--- config.mk ---
export PLATFORM = sky130hd
export DESIGN_NAME = d_split
export DESIGN_NICKNAME = d
export VERILOG_FILES = /design/src/source/dmem_pkg.sv /design/src/source/d_split.sv
export VERILOG_INCLUDE_DIRS = /design/src /design/src/source
export SDC_FILE = /design/constraint.sdc
export NUM_CORES = 1
export LEC_CHECK = 0
export BUFFER_PORTS_ARGS = -buffer_cell sky130_fd_sc_hd__buf_2
export CAP_MARGIN = 15
export CORE_MARGIN = 2
export CORE_UTILIZATION = 51
export CTS_BUF_LIST = sky130_fd_sc_hd__clkbuf_16
export DETAILED_ROUTE_END_ITERATION = 12
export PLACE_DENSITY_LB_ADDON = 0.3
export SETUP_SLACK_MARGIN = 0.3
export SLEW_MARGIN = 20
export SYNTH_ARGS = -nofsm -noshare
export SYNTH_HDL_FRONTEND = slang
export SYNTH_SLANG_ARGS = --single-unit
--- constraint.sdc ---
create_clock -name clk -period 3.8 [get_ports clk]
set_clock_uncertainty 0.05 [all_clocks]
set_input_delay 0.38 -clock clk [delete_from_list [all_inputs] [get_ports clk]]
set_output_delay 0.38 -clock clk [all_outputs]
set_load 0.01 [all_outputs]
--- src/source/dmem_macros.svh ---
`ifndef DMEM_MACROS_SVH
`define DMEM_MACROS_SVH

// one cache line in bits, 16 bytes
`define DMEM_CL_SIZE 128

// lines in each of the even and odd banks
`define DMEM_IDX_CNT 64

// out-of-order tag carried from request to response
`define DMEM_OOO_TAG_SIZE 10

// request queue entries, equal to the requester credits after reset
`define DMEM_REQ_DEPTH 4

// response credits held by the merge stage after reset
`define DMEM_RSP_CREDITS 2

`endif

--- src/source/dmem_pkg.sv ---
`include "dmem_macros.svh"

package dmem_pkg;

    // only LD and ST act, the rest are kept as encodings
    typedef enum logic [2:0] {
        NOOP  = 3'd0,
        LD    = 3'd1,
        ST    = 3'd2,
        RD    = 3'd3,
        WR    = 3'd4,
        INV   = 3'd5,
        UPD   = 3'd6,
        WR_LD = 3'd7
    } mem_op_e;

    typedef enum logic [1:0] {
        SZ_1B   = 2'd0,
        SZ_2B   = 2'd1,
        SZ_4B   = 2'd2,
        SZ_4B_X = 2'd3  // handled like SZ_4B
    } mem_size_e;

    typedef struct packed {
        logic [31:0]                   addr;
        logic [31:0]                   data;
        mem_size_e                     size;
        mem_op_e                       op;
        logic [`DMEM_OOO_TAG_SIZE-1:0] tag;
    } mem_req_t;

    typedef struct packed {
        logic                              valid;
        logic                              we;
        logic [$clog2(`DMEM_IDX_CNT)-1:0]  idx;
        logic [`DMEM_CL_SIZE/8-1:0]        be;
        logic [`DMEM_CL_SIZE-1:0]          wline;
    } bank_acc_t;

    typedef struct packed {
        logic                                 use_e_as_0;  // line 0 lives in the even bank
        logic                                 need_p1;     // access spills into line 1
        logic [$clog2(`DMEM_CL_SIZE/8)-1:0]   offset;
        mem_size_e                            size;
        mem_op_e                              op;
        logic [`DMEM_OOO_TAG_SIZE-1:0]        tag;
    } merge_ctl_t;

    typedef struct packed {
        logic [31:0]                   data;
        mem_op_e                       op;
        logic [`DMEM_OOO_TAG_SIZE-1:0] tag;
    } mem_rsp_t;

endpackage

--- src/source/d_split.sv ---
`include "dmem_macros.svh"

module d_split (
    input  logic                    clk,
    input  logic                    rst_n_i,
    input  logic                    req_valid_i,
    input  dmem_pkg::mem_req_t      req_i,
    input  logic                    room_i,
    output logic                    req_credit_o,
    output dmem_pkg::bank_acc_t     bank_e_o,
    output dmem_pkg::bank_acc_t     bank_o_o,
    output logic                    ctl_valid_o,
    output dmem_pkg::merge_ctl_t    ctl_o
);
    import dmem_pkg::*;

    localparam int DEPTH = `DMEM_REQ_DEPTH;
    localparam int PTR_W = (DEPTH > 1) ? $clog2(DEPTH) : 1;
    localparam int CNT_W = $clog2(DEPTH + 1);
    localparam int CL_W  = `DMEM_CL_SIZE;
    localparam int BE_W  = CL_W / 8;
    localparam int OFF_W = $clog2(BE_W);
    localparam int IDX_W = $clog2(`DMEM_IDX_CNT);

    mem_req_t             q_mem [DEPTH];
    logic [PTR_W-1:0]     wr_ptr;
    logic [PTR_W-1:0]     rd_ptr;
    logic [CNT_W-1:0]     q_cnt;
    logic                 pop;
    mem_req_t             head;
    logic                 act;
    logic                 use_e;
    logic                 need_p1;
    logic [OFF_W:0]       nbytes;
    logic [OFF_W:0]       end_byte;
    logic [BE_W-1:0]      base_be;
    logic [2*BE_W-1:0]    be_pair;
    logic [2*CL_W-1:0]    data_pair;
    logic [IDX_W-1:0]     idx0;
    bank_acc_t            acc0;
    bank_acc_t            acc1;

    // credits keep the queue from overflowing
    always_ff @(posedge clk or negedge rst_n_i) begin
        if (!rst_n_i) begin
            wr_ptr       <= '0;
            rd_ptr       <= '0;
            q_cnt        <= '0;
            req_credit_o <= 1'b0;
        end else begin
            if (req_valid_i) begin
                wr_ptr <= (wr_ptr == PTR_W'(DEPTH - 1)) ? '0 : wr_ptr + 1'b1;
            end
            if (pop) begin
                rd_ptr <= (rd_ptr == PTR_W'(DEPTH - 1)) ? '0 : rd_ptr + 1'b1;
            end
            q_cnt        <= q_cnt + CNT_W'(req_valid_i) - CNT_W'(pop);
            req_credit_o <= pop;  // one credit back per pop
        end
    end

    always_ff @(posedge clk) begin
        if (req_valid_i) begin
            q_mem[wr_ptr] <= req_i;
        end
    end

    assign pop  = (q_cnt != '0) && room_i;
    assign head = q_mem[rd_ptr];
    assign act  = (head.op == LD) || (head.op == ST);

    always_comb begin
        case (head.size)
            SZ_1B:   nbytes = (OFF_W + 1)'(1);
            SZ_2B:   nbytes = (OFF_W + 1)'(2);
            default: nbytes = (OFF_W + 1)'(4);
        endcase
        base_be = BE_W'((1 << nbytes) - 1);
    end

    assign end_byte  = {1'b0, head.addr[OFF_W-1:0]} + nbytes;
    assign need_p1   = end_byte > (OFF_W + 1)'(BE_W);  // crosses into the next line
    assign use_e     = ~head.addr[OFF_W];
    assign idx0      = head.addr[OFF_W+1 +: IDX_W];
    assign be_pair   = {{BE_W{1'b0}}, base_be} << head.addr[OFF_W-1:0];
    assign data_pair = {{(2*CL_W-32){1'b0}}, head.data} << {head.addr[OFF_W-1:0], 3'b000};

    always_comb begin
        acc0.valid = pop && act;
        acc0.we    = head.op == ST;
        acc0.idx   = idx0;
        acc0.be    = be_pair[BE_W-1:0];
        acc0.wline = data_pair[CL_W-1:0];

        acc1.valid = pop && act && need_p1;
        acc1.we    = head.op == ST;
        acc1.idx   = use_e ? idx0 : idx0 + 1'b1;  // odd to even carries the index
        acc1.be    = be_pair[2*BE_W-1:BE_W];
        acc1.wline = data_pair[2*CL_W-1:CL_W];
    end

    assign bank_e_o = use_e ? acc0 : acc1;
    assign bank_o_o = use_e ? acc1 : acc0;

    assign ctl_valid_o      = pop;
    assign ctl_o.use_e_as_0 = use_e;
    assign ctl_o.need_p1    = need_p1;
    assign ctl_o.offset     = head.addr[OFF_W-1:0];
    assign ctl_o.size       = head.size;
    assign ctl_o.op         = act ? head.op : NOOP;
    assign ctl_o.tag        = head.tag;

endmodule

* Word level (Yosys, flattened, before mapping)
Memories as Yosys holds them, arrays and structs flattened. Cells that the tools add are included. Widths: inputs -> output; s select.
Storage, ports and cells: register bits after elaboration 8, RAM bits 316, input port bits 83, output and inout port bits 327, logic and storage cells 37, memories 1
Operators by class: add/subtract/negate cells 7, magnitude comparators 1, eq/ne operators 5, shifts and indexed selects 3, multiplexer cells 9, bitwise operators 1, reductions and logical operators 6
Memory list:
- q_mem | words 4, width 79, rd ports 1, clocked after Yosys merged registers in 0, wr ports 1, RTL line d_split.sv:25 | mem_req_t q_mem [DEPTH];
Operator list (count):
- $mux 152 | 2
- $shl 32x7->256 | 1
- $shl 16x4->32 | 1
- $shl 1x3->16 const A | 1
- $sub 16x2->16 const B | 1
- $add 6x1->6 const B | 1
- $mux 6 | 1
- $pmux 3 s2 | 1
- $add 4x5->5 | 1
- $gt 5x5->1 const B | 1
- $add 2x1->2 const B | 2
- $eq 2x2->1 const B | 2
- $mux 2 | 2
- $add 3x1->3 | 1
- $eq 3x1->1 const B | 1
- $eq 3x2->1 const B | 1
- $logic_and 1x1->1 | 3
- $mux 3 | 1
- $reduce_bool 3->1 | 1
- $sub 3x1->3 | 1
- $eq 2x1->1 const B | 1
- $logic_not 2->1 | 1
- $mux 1 | 2
- $logic_or 1x1->1 | 1
- $not 1->1 | 1

* Longest topological paths before layout
An unclocked memory read counts as a cell.
word-level depth 7, mapped depth 14, gate-level depth less buffers 9

* Worst setup path after synthesis
No wires, ideal clock.
kind reg-to-output, from register rd_ptr[1], to output ctl_o[19] (netlist name), arrival time 3.027 ns, data required time 3.370 ns, setup slack 0.343 ns, cell stages (with the launch flop) 13, path buffers 5, path through dfrtp_1 buf_4 mux2i_1 mux2_2 clkinv_1 buf_4 buf_2 buf_2 ha_1 fa_1 o311ai_0 inv_1 buf_4
RTL lines:
- from (decl) | RTL line d_split.sv:27 | logic [PTR_W-1:0] rd_ptr;
- from (signal assigned) | RTL line d_split.sv:55 | rd_ptr <= (rd_ptr == PTR_W'(DEPTH - 1)) ? '0 : rd_ptr + 1'b1;
- to (decl) | RTL line d_split.sv:13 | output dmem_pkg::merge_ctl_t ctl_o

==> metrics <==
Post-Syn Area 13100 um2; initial core utilization 0.521; router iterations before antenna repair 8; number of synthesized register bits 240; most frequent cell after synthesis nor2_1; CTS tree done; die height 165 um; DRC violations left 0; Total Wirelength 51300 um; first-pass GRT wire length 69900 um; Layout area overhead 36.2%; via count 12000; setup violators final 0; placed insts 1811; largest net degree at the start of global routing 64; max cap viols 0; Wirelength per Cell 27.0 um; Synth top area share 0.530; Distinct cells, synth 69; GR Util All Layers 0.357; Synth Flop Type edfxtp_1; nets 1657; max-slew violations 0; die area 27100 um2; cell row count 58; antenna viol nets, final 0; ranking of synthesized cells by area edfxtp_1 53%, mux4_2 9.3%, nor2_1 7.0%, mux2i_1 3.7%, a22oi_1 1.9%; Final HPWL DP 35300 um; Avg Vias per Cell 6.31; initial antenna violation count 1; core area 25300 um2; layout cells sized above 1 0.495; CP required 3.37 ns; max frequency 271 MHz; number of global-route vias before repair 10700; clk sinks 240; EDFF count, synth 232; CP Class flip-flop to output port; IO Port Bufs 387; status completed; Async S/R FF share, synth 0.0333; Seq/Total Area, Yosys 0.545; # fillers 1771; syn avg cell area 11.8 um2; CTS root buf clkbuf_16; unrepaired setup endpoints after global routing yes; CTS Buf Count 20; final std cells w/o fill 1902; CP max FO 21; Die Width 165 um; CTS H-tree lvls 1; clk buf depth 3; Fin. Hold Viols 0; Clock Pin Slew Worst Setup and Hold Paths 0.06 ns; Syn Inst Count 1115; io pins 410; cell taking the most area after synthesis edfxtp_1; HP Class input pin to flip-flop; Least-Margin Pin Slew 0.936 ns; Synth top cells by count 246 x nor2_1, 232 x edfxtp_1, 58 x nand2_1, 54 x mux4_2, 49 x mux2i_1; relative slew slack 0.376; period utilization 0.969; fin crit period 3.68 ns; final global-route overflow total 0; RePlAce Congestion 0.957; startpoint types flip-flop; CP Capture Type output port; clock network latency to the later pin of the worst-skew pair 0.50 ns; Starting DRT DRC Count 1429; yosys warns 0; CP Data Arrival Time 3.25 ns
repair_timing:
action                                  in CTS  in global routing
hold endpoints to repair                     8                  0
pin swaps                                   54                 26
resized for setup                          160                 92
gates cloned                                 1                  3
setup buffers                               28                 21
hold buffers                                 1                  0
endpoints found under the setup margin     301                256
cell usage in the layout, fill, tap and decap left out, types with 6 or more instances in the layout:
cell type / n
a21oi_1: 13
nor3_1: 9
a22oi_1: 14
nand3_1: 42
buf_2: 383
nor2_2: 11
inv_1: 20
mux4_2: 54
o21ai_4: 10
a31oi_1: 6
nand2_2: 13
nand2_1: 44
o21ai_0: 30
buf_12: 12
mux2i_1: 38
ha_1: 12
dfrtp_1: 6
o2bb2ai_2: 12
nor2_1: 230
buf_6: 13
mux2_4: 6
o21ai_1: 11
mux2_2: 9
o22ai_1: 17
nor2_4: 10
buf_4: 88
a21oi_2: 13
clkbuf_16: 24
edfxtp_1: 232
mux2i_4: 6
a22oi_2: 20
xnor2_1: 7
worst paths after layout:
path                            slack, ns  cells past startpoint                endpoint                  start
worst max-delay path                 0.12                      8           bank_o_o[134]  rd_ptr[0]$_DFFE_PN0P_
worst min-delay path                 0.04                      1  q_mem[1][47]$_DFFE_PP_              req_i[47]
worst max register to register       1.54                      4  q_mem[2][47]$_DFFE_PP_  wr_ptr[0]$_DFFE_PN0P_
worst min register to register       0.47                      1      q_cnt[2]$_DFF_PN0_     q_cnt[2]$_DFF_PN0_
max in group asynchronous            3.28                      2   rd_ptr[0]$_DFFE_PN0P_                rst_n_i
min in group asynchronous            0.22                      2   rd_ptr[1]$_DFFE_PN0P_                rst_n_i
stage by stage:
step	setup TNS (ns)	utilization	hold slack, ns	setup slack [ns]	area [um2]
after global placement	0	0.617	0.185	0.153	15600
after CTS	0	0.681	0.0332	0.146	17200
after global routing	-0.0278	0.709	0.0323	-0.0109	17900
after floorplan	0	-	0.0344	0.343	13200
final	0	0.709	0.0400	0.116	17900
after detailed placement	0	0.617	0.194	0.119	15600
final cells by class:
type | count | area (um2) | share of cell area
flip-flops and latches | 240 | 7170 | 0.401
diodes | 2 | 5.00 | 0.000279
inverters | 19 | 97.6 | 0.00545
multi-input cells | 771 | 6490 | 0.362
well taps | 330 | 413 | 0.0231
repair buffers | 505 | 3150 | 0.176
clock inverters | 14 | 57.6 | 0.00321
clock buffers | 21 | 526 | 0.0293
metal layers:
metal	wire length [um]	track usage
met5	16	0
met2	24600	0.575
met1	17900	0.457
met4	3120	0.176
met3	5670	0.0854
flip-flops by register name, summed over array words and instances (netlist names):
signal        cells
q_mem           232
rd_ptr            2
wr_ptr            2
q_cnt             3
req_credit_o      1
critical path: stages, from the launching register on:
cell	delay [ns]
dfrtp_4	0.51
buf_4	0.19
mux2_2	0.32
inv_8	0.10
nor2_1	0.61
a221oi_4	0.19
nor2_1	0.47
o32ai_4	0.18
buf_2	0.17
logic make-up after synthesis:
| logic type | Yosys count | synth area share |
|---|---|---|
| compound gates | 216 | 0.115 |
| xor+xnor | 8 | 0.00533 |
| fa+ha+maj | 17 | 0.0173 |
| buf+inv | 105 | 0.0389 |
| flops | 240 | 0.545 |
| mux | 118 | 0.143 |
| other cells | 2 | 0.000571 |
| simple gates | 409 | 0.135 |
Power is not shown: default switching activity piles up to over one toggle a cycle in this logic, so the estimate is an artifact.
