## src/source/dmem_macros.svh

```systemverilog
`ifndef DMEM_MACROS_SVH
`define DMEM_MACROS_SVH

// one cache line in bits, 16 bytes
`define DMEM_CL_SIZE 128

// lines in each of the even and odd banks
`define DMEM_IDX_CNT 64

// out-of-order tag carried from request to response
`define DMEM_OOO_TAG_SIZE 10

// request queue entries, equal to the requester credits after reset
`define DMEM_REQ_DEPTH 4

// response credits held by the merge stage after reset
`define DMEM_RSP_CREDITS 2

`endif

```

## src/source/dmem_pkg.sv

```systemverilog
`include "dmem_macros.svh"

package dmem_pkg;

    // only LD and ST act, the rest are kept as encodings
    typedef enum logic [2:0] {
        NOOP  = 3'd0,
        LD    = 3'd1,
        ST    = 3'd2,
        RD    = 3'd3,
        WR    = 3'd4,
        INV   = 3'd5,
        UPD   = 3'd6,
        WR_LD = 3'd7
    } mem_op_e;

    typedef enum logic [1:0] {
        SZ_1B   = 2'd0,
        SZ_2B   = 2'd1,
        SZ_4B   = 2'd2,
        SZ_4B_X = 2'd3  // handled like SZ_4B
    } mem_size_e;

    typedef struct packed {
        logic [31:0]                   addr;
        logic [31:0]                   data;
        mem_size_e                     size;
        mem_op_e                       op;
        logic [`DMEM_OOO_TAG_SIZE-1:0] tag;
    } mem_req_t;

    typedef struct packed {
        logic                              valid;
        logic                              we;
        logic [$clog2(`DMEM_IDX_CNT)-1:0]  idx;
        logic [`DMEM_CL_SIZE/8-1:0]        be;
        logic [`DMEM_CL_SIZE-1:0]          wline;
    } bank_acc_t;

    typedef struct packed {
        logic                                 use_e_as_0;  // line 0 lives in the even bank
        logic                                 need_p1;     // access spills into line 1
        logic [$clog2(`DMEM_CL_SIZE/8)-1:0]   offset;
        mem_size_e                            size;
        mem_op_e                              op;
        logic [`DMEM_OOO_TAG_SIZE-1:0]        tag;
    } merge_ctl_t;

    typedef struct packed {
        logic [31:0]                   data;
        mem_op_e                       op;
        logic [`DMEM_OOO_TAG_SIZE-1:0] tag;
    } mem_rsp_t;

endpackage

```

## src/source/d_merge.sv

```systemverilog
`include "dmem_macros.svh"

module d_merge (
    input  logic                       clk,
    input  logic                       rst_n_i,
    input  logic                       ctl_valid_i,
    input  dmem_pkg::merge_ctl_t       ctl_i,
    input  logic [`DMEM_CL_SIZE-1:0]   line_e_i,
    input  logic [`DMEM_CL_SIZE-1:0]   line_o_i,
    input  logic                       rsp_credit_i,
    output logic                       room_o,
    output logic                       rsp_valid_o,
    output dmem_pkg::mem_rsp_t         rsp_o
);
    import dmem_pkg::*;

    localparam int CL_W     = `DMEM_CL_SIZE;
    localparam int OQ_DEPTH = 2;
    localparam int OQ_PTR_W = $clog2(OQ_DEPTH);
    localparam int OQ_CNT_W = $clog2(OQ_DEPTH + 1);
    localparam int CRED_W   = $clog2(`DMEM_RSP_CREDITS + 1);

    logic                  ctl_vld_q;
    merge_ctl_t            ctl_q;
    logic [CL_W-1:0]       line0;
    logic [CL_W-1:0]       line1;
    logic [2*CL_W-1:0]     pair_sh;
    logic [31:0]           size_mask;
    mem_rsp_t              rsp_new;
    mem_rsp_t              oq_mem [OQ_DEPTH];
    logic [OQ_PTR_W-1:0]   oq_wr_ptr;
    logic [OQ_PTR_W-1:0]   oq_rd_ptr;
    logic [OQ_CNT_W-1:0]   oq_cnt;
    logic [OQ_CNT_W:0]     occ;
    logic [CRED_W-1:0]     cred_q;
    logic                  deq;

    // control waits one cycle for the bank read data
    always_ff @(posedge clk or negedge rst_n_i) begin
        if (!rst_n_i) begin
            ctl_vld_q <= 1'b0;
        end else begin
            ctl_vld_q <= ctl_valid_i;
        end
    end

    always_ff @(posedge clk) begin
        if (ctl_valid_i) begin
            ctl_q <= ctl_i;
        end
    end

    assign line0   = ctl_q.use_e_as_0 ? line_e_i : line_o_i;
    assign line1   = !ctl_q.need_p1 ? '0 : (ctl_q.use_e_as_0 ? line_o_i : line_e_i);
    assign pair_sh = {line1, line0} >> {ctl_q.offset, 3'b000};

    always_comb begin
        case (ctl_q.size)
            SZ_1B:   size_mask = 32'h0000_00ff;
            SZ_2B:   size_mask = 32'h0000_ffff;
            default: size_mask = 32'hffff_ffff;
        endcase
    end

    assign rsp_new.data = (ctl_q.op == LD) ? (pair_sh[31:0] & size_mask) : '0;  // zero-extended
    assign rsp_new.op   = ctl_q.op;
    assign rsp_new.tag  = ctl_q.tag;

    assign rsp_valid_o = (oq_cnt != '0) && (cred_q != '0);
    assign deq         = rsp_valid_o;
    assign rsp_o       = oq_mem[oq_rd_ptr];

    // queued plus in flight, less what leaves this cycle
    assign occ    = {1'b0, oq_cnt} + (OQ_CNT_W + 1)'(ctl_vld_q);
    assign room_o = (occ - (OQ_CNT_W + 1)'(deq)) < (OQ_CNT_W + 1)'(OQ_DEPTH);

    always_ff @(posedge clk or negedge rst_n_i) begin
        if (!rst_n_i) begin
            oq_wr_ptr <= '0;
            oq_rd_ptr <= '0;
            oq_cnt    <= '0;
            cred_q    <= CRED_W'(`DMEM_RSP_CREDITS);
        end else begin
            if (ctl_vld_q) begin
                oq_wr_ptr <= oq_wr_ptr + 1'b1;
            end
            if (deq) begin
                oq_rd_ptr <= oq_rd_ptr + 1'b1;
            end
            oq_cnt <= oq_cnt + OQ_CNT_W'(ctl_vld_q) - OQ_CNT_W'(deq);
            cred_q <= cred_q - CRED_W'(deq) + CRED_W'(rsp_credit_i);
        end
    end

    always_ff @(posedge clk) begin
        if (ctl_vld_q) begin
            oq_mem[oq_wr_ptr] <= rsp_new;
        end
    end

endmodule

```

## config.mk

```make
export PLATFORM = sky130hd
export DESIGN_NAME = d_merge
export DESIGN_NICKNAME = d
export VERILOG_FILES = /design/src/source/dmem_pkg.sv /design/src/source/d_merge.sv
export VERILOG_INCLUDE_DIRS = /design/src /design/src/source
export SDC_FILE = /design/constraint.sdc
export NUM_CORES = 1
export LEC_CHECK = 0
export BUFFER_PORTS_ARGS = -buffer_cell sky130_fd_sc_hd__buf_4
export CAP_MARGIN = 20
export CELL_PAD_IN_SITES_DETAIL_PLACEMENT = 0
export CELL_PAD_IN_SITES_GLOBAL_PLACEMENT = 1
export CORE_MARGIN = 4
export CORE_UTILIZATION = 40
export CTS_CLUSTER_DIAMETER = 120
export DETAILED_ROUTE_END_ITERATION = 10
export PLACE_DENSITY_LB_ADDON = 0.1
export SLEW_MARGIN = 20
export SYNTH_ARGS = -nofsm -noshare
export SYNTH_HDL_FRONTEND = slang
export SYNTH_SLANG_ARGS = --single-unit
export TNS_END_PERCENT = 20
```

## constraint.sdc

```tcl
create_clock -name clk -period 3.2 [get_ports clk]
set_input_delay 0.16 -clock clk [delete_from_list [all_inputs] [get_ports clk]]
set_output_delay 0.16 -clock clk [all_outputs]
set_load 0.005 [all_outputs]
```

After elaboration in Yosys (flattened, before gate mapping) --
Memories as Yosys holds them, arrays and structs flattened. Index checks and enable logic that the tools add are counted.
Storage, ports and cells: bits in registers 28, memories 1, memory bits (writable) 90
Memory list:
- oq_mem | words 2, width 45, rd ports 1, clocked after memory_dff 0, write ports 1, RTL line d_merge.sv:30 | mem_rsp_t oq_mem [OQ_DEPTH];
Cells by class: multiplexer cells 7, $lt $le $gt $ge 1, reductions and logical operators 4, bitwise operators 1, equal/unequal tests 2, shifts and indexed selects 1, add/subtract/negate cells 8
Operators with widths (count):
- $mux 128 | 3
- $shr 256x7->32 | 1
- $pmux 32 s2 | 1
- $and 32x32->32 | 1
- $mux 32 | 1
- $add 2x1->2 | 2
- $reduce_bool 2->1 | 2
- $sub 2x1->2 | 2
- $add 2x1->3 | 1
- $eq 3x1->1 const B | 1
- $lt 3x2->1 const B | 1
- $sub 3x1->3 | 1
- $add 1x1->1 const B | 2
- $eq 2x1->1 const B | 1
- $logic_not 2->1 | 1
- $mux 1 | 2
- $logic_and 1x1->1 | 1

Depth between registers and ports, before layout --
depth in word-level cells 5, depth in mapped cells 9

Worst setup path after synthesis --
Ideal clock, no wire load.
path kind register to register, from register oq_wr_ptr, to memory oq_mem[0][0] (netlist name) (enable), stages on the path, launching flop included 2, data arrival time 2.413 ns, buffers on the path 0, library setup time 0.453 ns, required time 2.747 ns, slack 0.334 ns, cells stage by stage dfrtp_1 nor2b_1
RTL lines:
- start, declared | RTL line d_merge.sv:31 | logic [OQ_PTR_W-1:0] oq_wr_ptr;
- start signal, assigned | RTL line d_merge.sv:85 | oq_wr_ptr <= oq_wr_ptr + 1'b1;
- end, declared | RTL line d_merge.sv:30
No word-level cell before the write port.

==> results.md <==
Yosys:
- Summed over its instances, the top area cell type makes up 34.0% of the synthesized netlist area.
- The synthesized instance count is 837.
- The number of synthesized flops with an enable pin is 111.
- The cell accounting for the most synthesized area is edfxtp_1.
- The dominant register cell in the synthesized netlist is edfxtp_1.
- Counting instances in the post-synthesis netlist gives the leading cell types as edfxtp_1 (111), mux2i_1 (104), mux2_2 (92).
- The most common cell in the synthesized netlist is edfxtp_1.
- The cell area after synthesis is 9800 um2.
- The number of warnings printed during yosys synthesis is 0.
- After synthesis the netlist holds a flip-flop and latch count of 118.
- For this run, the register share of the synthesized area comes to 35.8%.
- By area the synthesized netlist is led by edfxtp_1 (34%), mux4_2 (15%), mux2i_1 (11%).
- Synthesis instantiated 61 different standard cells from the library.
- The fraction of registers with async set/reset is 5.93%.
- The synthesized netlist net count is 1,121.
- The mean post-synth cell area is 11.7 um2.

Clock network:
- Buffers inserted during clock tree synthesis total 17.
- The number of clock sinks is 118.
- The later pin in the worst-skew pair is clocked with a latency of 0.42 ns.
- In this run the number of H-tree levels came out at 4.
- After clock tree synthesis, the clock-pin slew on the worst setup and hold paths is 0.07 ns.
- The number of gates resized after CTS was 0.
- TritonCTS built the clock tree.
- The largest buffer count on any clock path is 2.
- The cell chosen for the clock root is clkbuf_16.

Worst setup path:
- The largest single stage delay on the critical path is 0.51 ns.
- STA classifies the critical path startpoint as a register.
- Data on the critical path is required at its endpoint by 3.35 ns.
- The critical setup path kind is reg -> reg.
- The sort of element at the end of the critical path is a register.
- The reg2reg setup slack is 0.57 ns.
- The peak fanout along the critical path is 127.
- The cell that appears most often on the critical path is o21ai_0.
- Traced cell by cell, the critical path runs through buf_12 > nand2_1 > o22a_1 > o21ai_0 > o21ai_0 > o22ai_1.
- The cell at the slowest stage of the critical path is buf_12.
- The data arrival time of the worst path is 2.78 ns.

Cells and area:
- The multi-input logic area is 5810 um2.
- The share of post-route cells with drive strength above 1 is 47.5%.
- Fill cells in the final layout number 2,164.
- The layout overhead on the synthesized area is 36.1%.
- The final layout contains 1,448 nets.
- The count of placed standard cells in the final layout, fillers left out is 1,504.
- Registers take 3510 um2.

GRT:
- The number of global-route vias before repair came to 8,890.
- The initial antenna violation count is 4.
- Entering global routing, the biggest net connects 128 pins.
- For this run the aggregate overflow at the end of global routing stands at 0.
- The first-pass GRT wire length is 53,500 um.
- In the global route stage, overall resource usage came out at 26.4%.

Floorplan:
- In this run the horizontal extent of the chip is 165 um.
- The floorplan step defined a die boundary enclosing 27,100 um2.
- The starting density of the core is 40.4%.
- During I/O placement, the number of pins put on the boundary was 328.
- The vertical die dimension is 165 um.
- The row count is 57.
- The core region is 24,200 um2.

STA:
- The period utilization is 82.2%.
- The final hold violation count came to 0.
- The final setup TNS is 0 ns.
- The minimum clock period after layout is 2.63 ns.
- Setup violations remaining at the end of the flow were counted as 0.
- Setup repair after global routing left no endpoint under its margin.
- The worst clock skew is 0.0190 ns.
- The final number of max-transition violations is 0.
- The normalized max-slew margin is 42.2%.
- The achievable frequency is 0.380 GHz.
- The transition at the pin with the smallest max-transition slack is 0.846 ns.

Place:
- The post-DP HPWL is 28,500 um.
- Routability-driven placement finished with a final weighted congestion of 0.954.
- In this run, placement finished with an instance count of 1,446.
- Buffers placed on the I/O ports in this run total 327.

Detailed routing:
- The DRC violation total after the first TritonRoute iteration is 841.
- The first detailed-routing pass took 6 iterations.
- Dividing the detail-routed via count by the number of cells gives 5.94.
- For this run, design rule violations remaining after detail routing come to 0.
- The number of vias in the routed layout is 8,935.
- The routed wirelength normalized by instance count is 24.5 um.
- The aggregate routed wire length is 36,800 um.
- The count of nets left with antenna violations once routing finished came out at 0.

Power and ir drop:
- The total power per unit cell area is 518 nW/um2.
- The standby leakage power is 5.41 nW.
- The largest voltage drop on the vdd net is 390 uV.

Job:
- The count of max-cap constraint violations is 0.

Status:
- The flow ran to the end, and the final reports show no timing, DRC or antenna violations.

Hold path:
- The min-delay analysis places its worst path in the category in -> async.
==> area by class of cell <==
| class | instances | share of cell area (%) |
|---|---|---|
| Multi-Input combinational cell | 641 | 43.6 |
| Sequential cell | 118 | 26.3 |
| Timing Repair Buffer | 380 | 22.3 |
| Clock buffer | 17 | 3.19 |
| Tap cell | 324 | 3.04 |
| Clock inverter | 15 | 1.39 |
| Inverter | 6 | 0.169 |
| Antenna cell | 3 | 0.0563 |
==> where the power goes <==
| group | leakage (nW) | total [W] | internal [W] | switching [W] |
|---|---|---|---|---|
| clock | 0.299 | 0.00201 | 0.00119 | 0.000819 |
| combinational | 3.96 | 0.00273 | 0.00142 | 0.00131 |
| sequential | 1.15 | 0.00218 | 0.00204 | 0.000142 |
| total | 5.41 | 0.00692 | 0.00465 | 0.00227 |
==> metrics by stage <==
step	area, um2	util [%]	power [W]	hold slack, ns	setup slack [ns]
finish	13300	55.0	0.00692	0.0915	0.570
floorplan	9800	-	0.00372	-0.136	0.334
CTS	13300	55.0	0.00698	0.0705	0.591
global route	13300	55.0	0.00727	0.0915	0.418
detailed placement	12500	51.5	0.00492	-0.0223	0.629
global placement	12500	51.5	0.00491	-0.0224	0.675
==> path summary, 6_finish.rpt <==
check	from	endpoint	depth (start not counted)
setup / recovery	ctl_q[15]$_DFFE_PP_	oq_mem[0][43]$_DFFE_PP_	6
hold / removal	rst_n_i	ctl_vld_q$_DFF_PN0_	2
setup reg to reg	ctl_q[15]$_DFFE_PP_	oq_mem[0][43]$_DFFE_PP_	6
hold reg to reg	ctl_q[8]$_DFFE_PP_	oq_mem[1][8]$_DFFE_PP_	0
max in group asynchronous	rst_n_i	cred_q[1]$_DFF_PN1_	2
min in group clk	ctl_valid_i	ctl_vld_q$_DFF_PN0_	1
==> metal layers <==
| layer | vias up | GRT usage, % | part of all wire, % | wire length [um] |
|---|---|---|---|---|
| li1 | 4067 | - | - | - |
| met1 | 4293 | 37.2 | 41 | 15200 |
| met2 | 514 | 41.7 | 46 | 17100 |
| met3 | 59 | 5.04 | 9.8 | 3590 |
| met4 | 2 | 7.37 | 2.3 | 842 |
| met5 | - | 0 | 0.054 | 20 |
==> critical path: cells and delay by family, from the launching register on <==
kind | cells | cell delay, ns
DFF | 1 | 0.41
and+or+nand+nor | 1 | 0.38
buffers and inverters | 1 | 0.51
AOI/OAI and AO/OA | 4 | 1.02
==> logic make-up after synthesis <==
logic type                 Yosys count  share of synthesized area [%]
buffers and inverters               78                           5.03
AOI/OAI and AO/OA                  210                           14.8
xor gates and xnor gates             4                          0.357
muxes                              260                           35.9
and+or+nand+nor                    164                           7.68
DFF                                118                           35.8
adders and majority gates            3                          0.459
==> cells in the final DEF (no fill, tap or decap), types with 9 or more instances in the layout <==
cell type,instances
nor2_1,35
nor2b_1,16
a21oi_1,36
nand3_1,16
mux2i_1,104
nor3_1,9
o21ai_0,29
o22ai_1,23
nand2_1,64
clkbuf_16,17
a221oi_1,13
mux2_2,92
mux4_2,64
o211ai_1,12
edfxtp_1,111
a22oi_1,11
o221ai_1,14
dlygate4sd3_1,23
a211oi_1,34
buf_4,352
==> sequential cells by signal (all words and copies together), names as in the netlist <==
| register | flops |
|---|---|
| oq_mem | 90 |
| ctl_vld_q | 1 |
| cred_q | 2 |
| oq_wr_ptr | 1 |
| oq_cnt | 2 |
| ctl_q | 21 |
| oq_rd_ptr | 1 |
==> timing repair <==
action	4_1_cts	5_1_grt
hold buffers	23	0
endpoints found under the hold margin	29	0
setup endpoints to repair	0	0
buffers inserted	0	0
No activity file was read; power rests on OpenSTA's default activity.
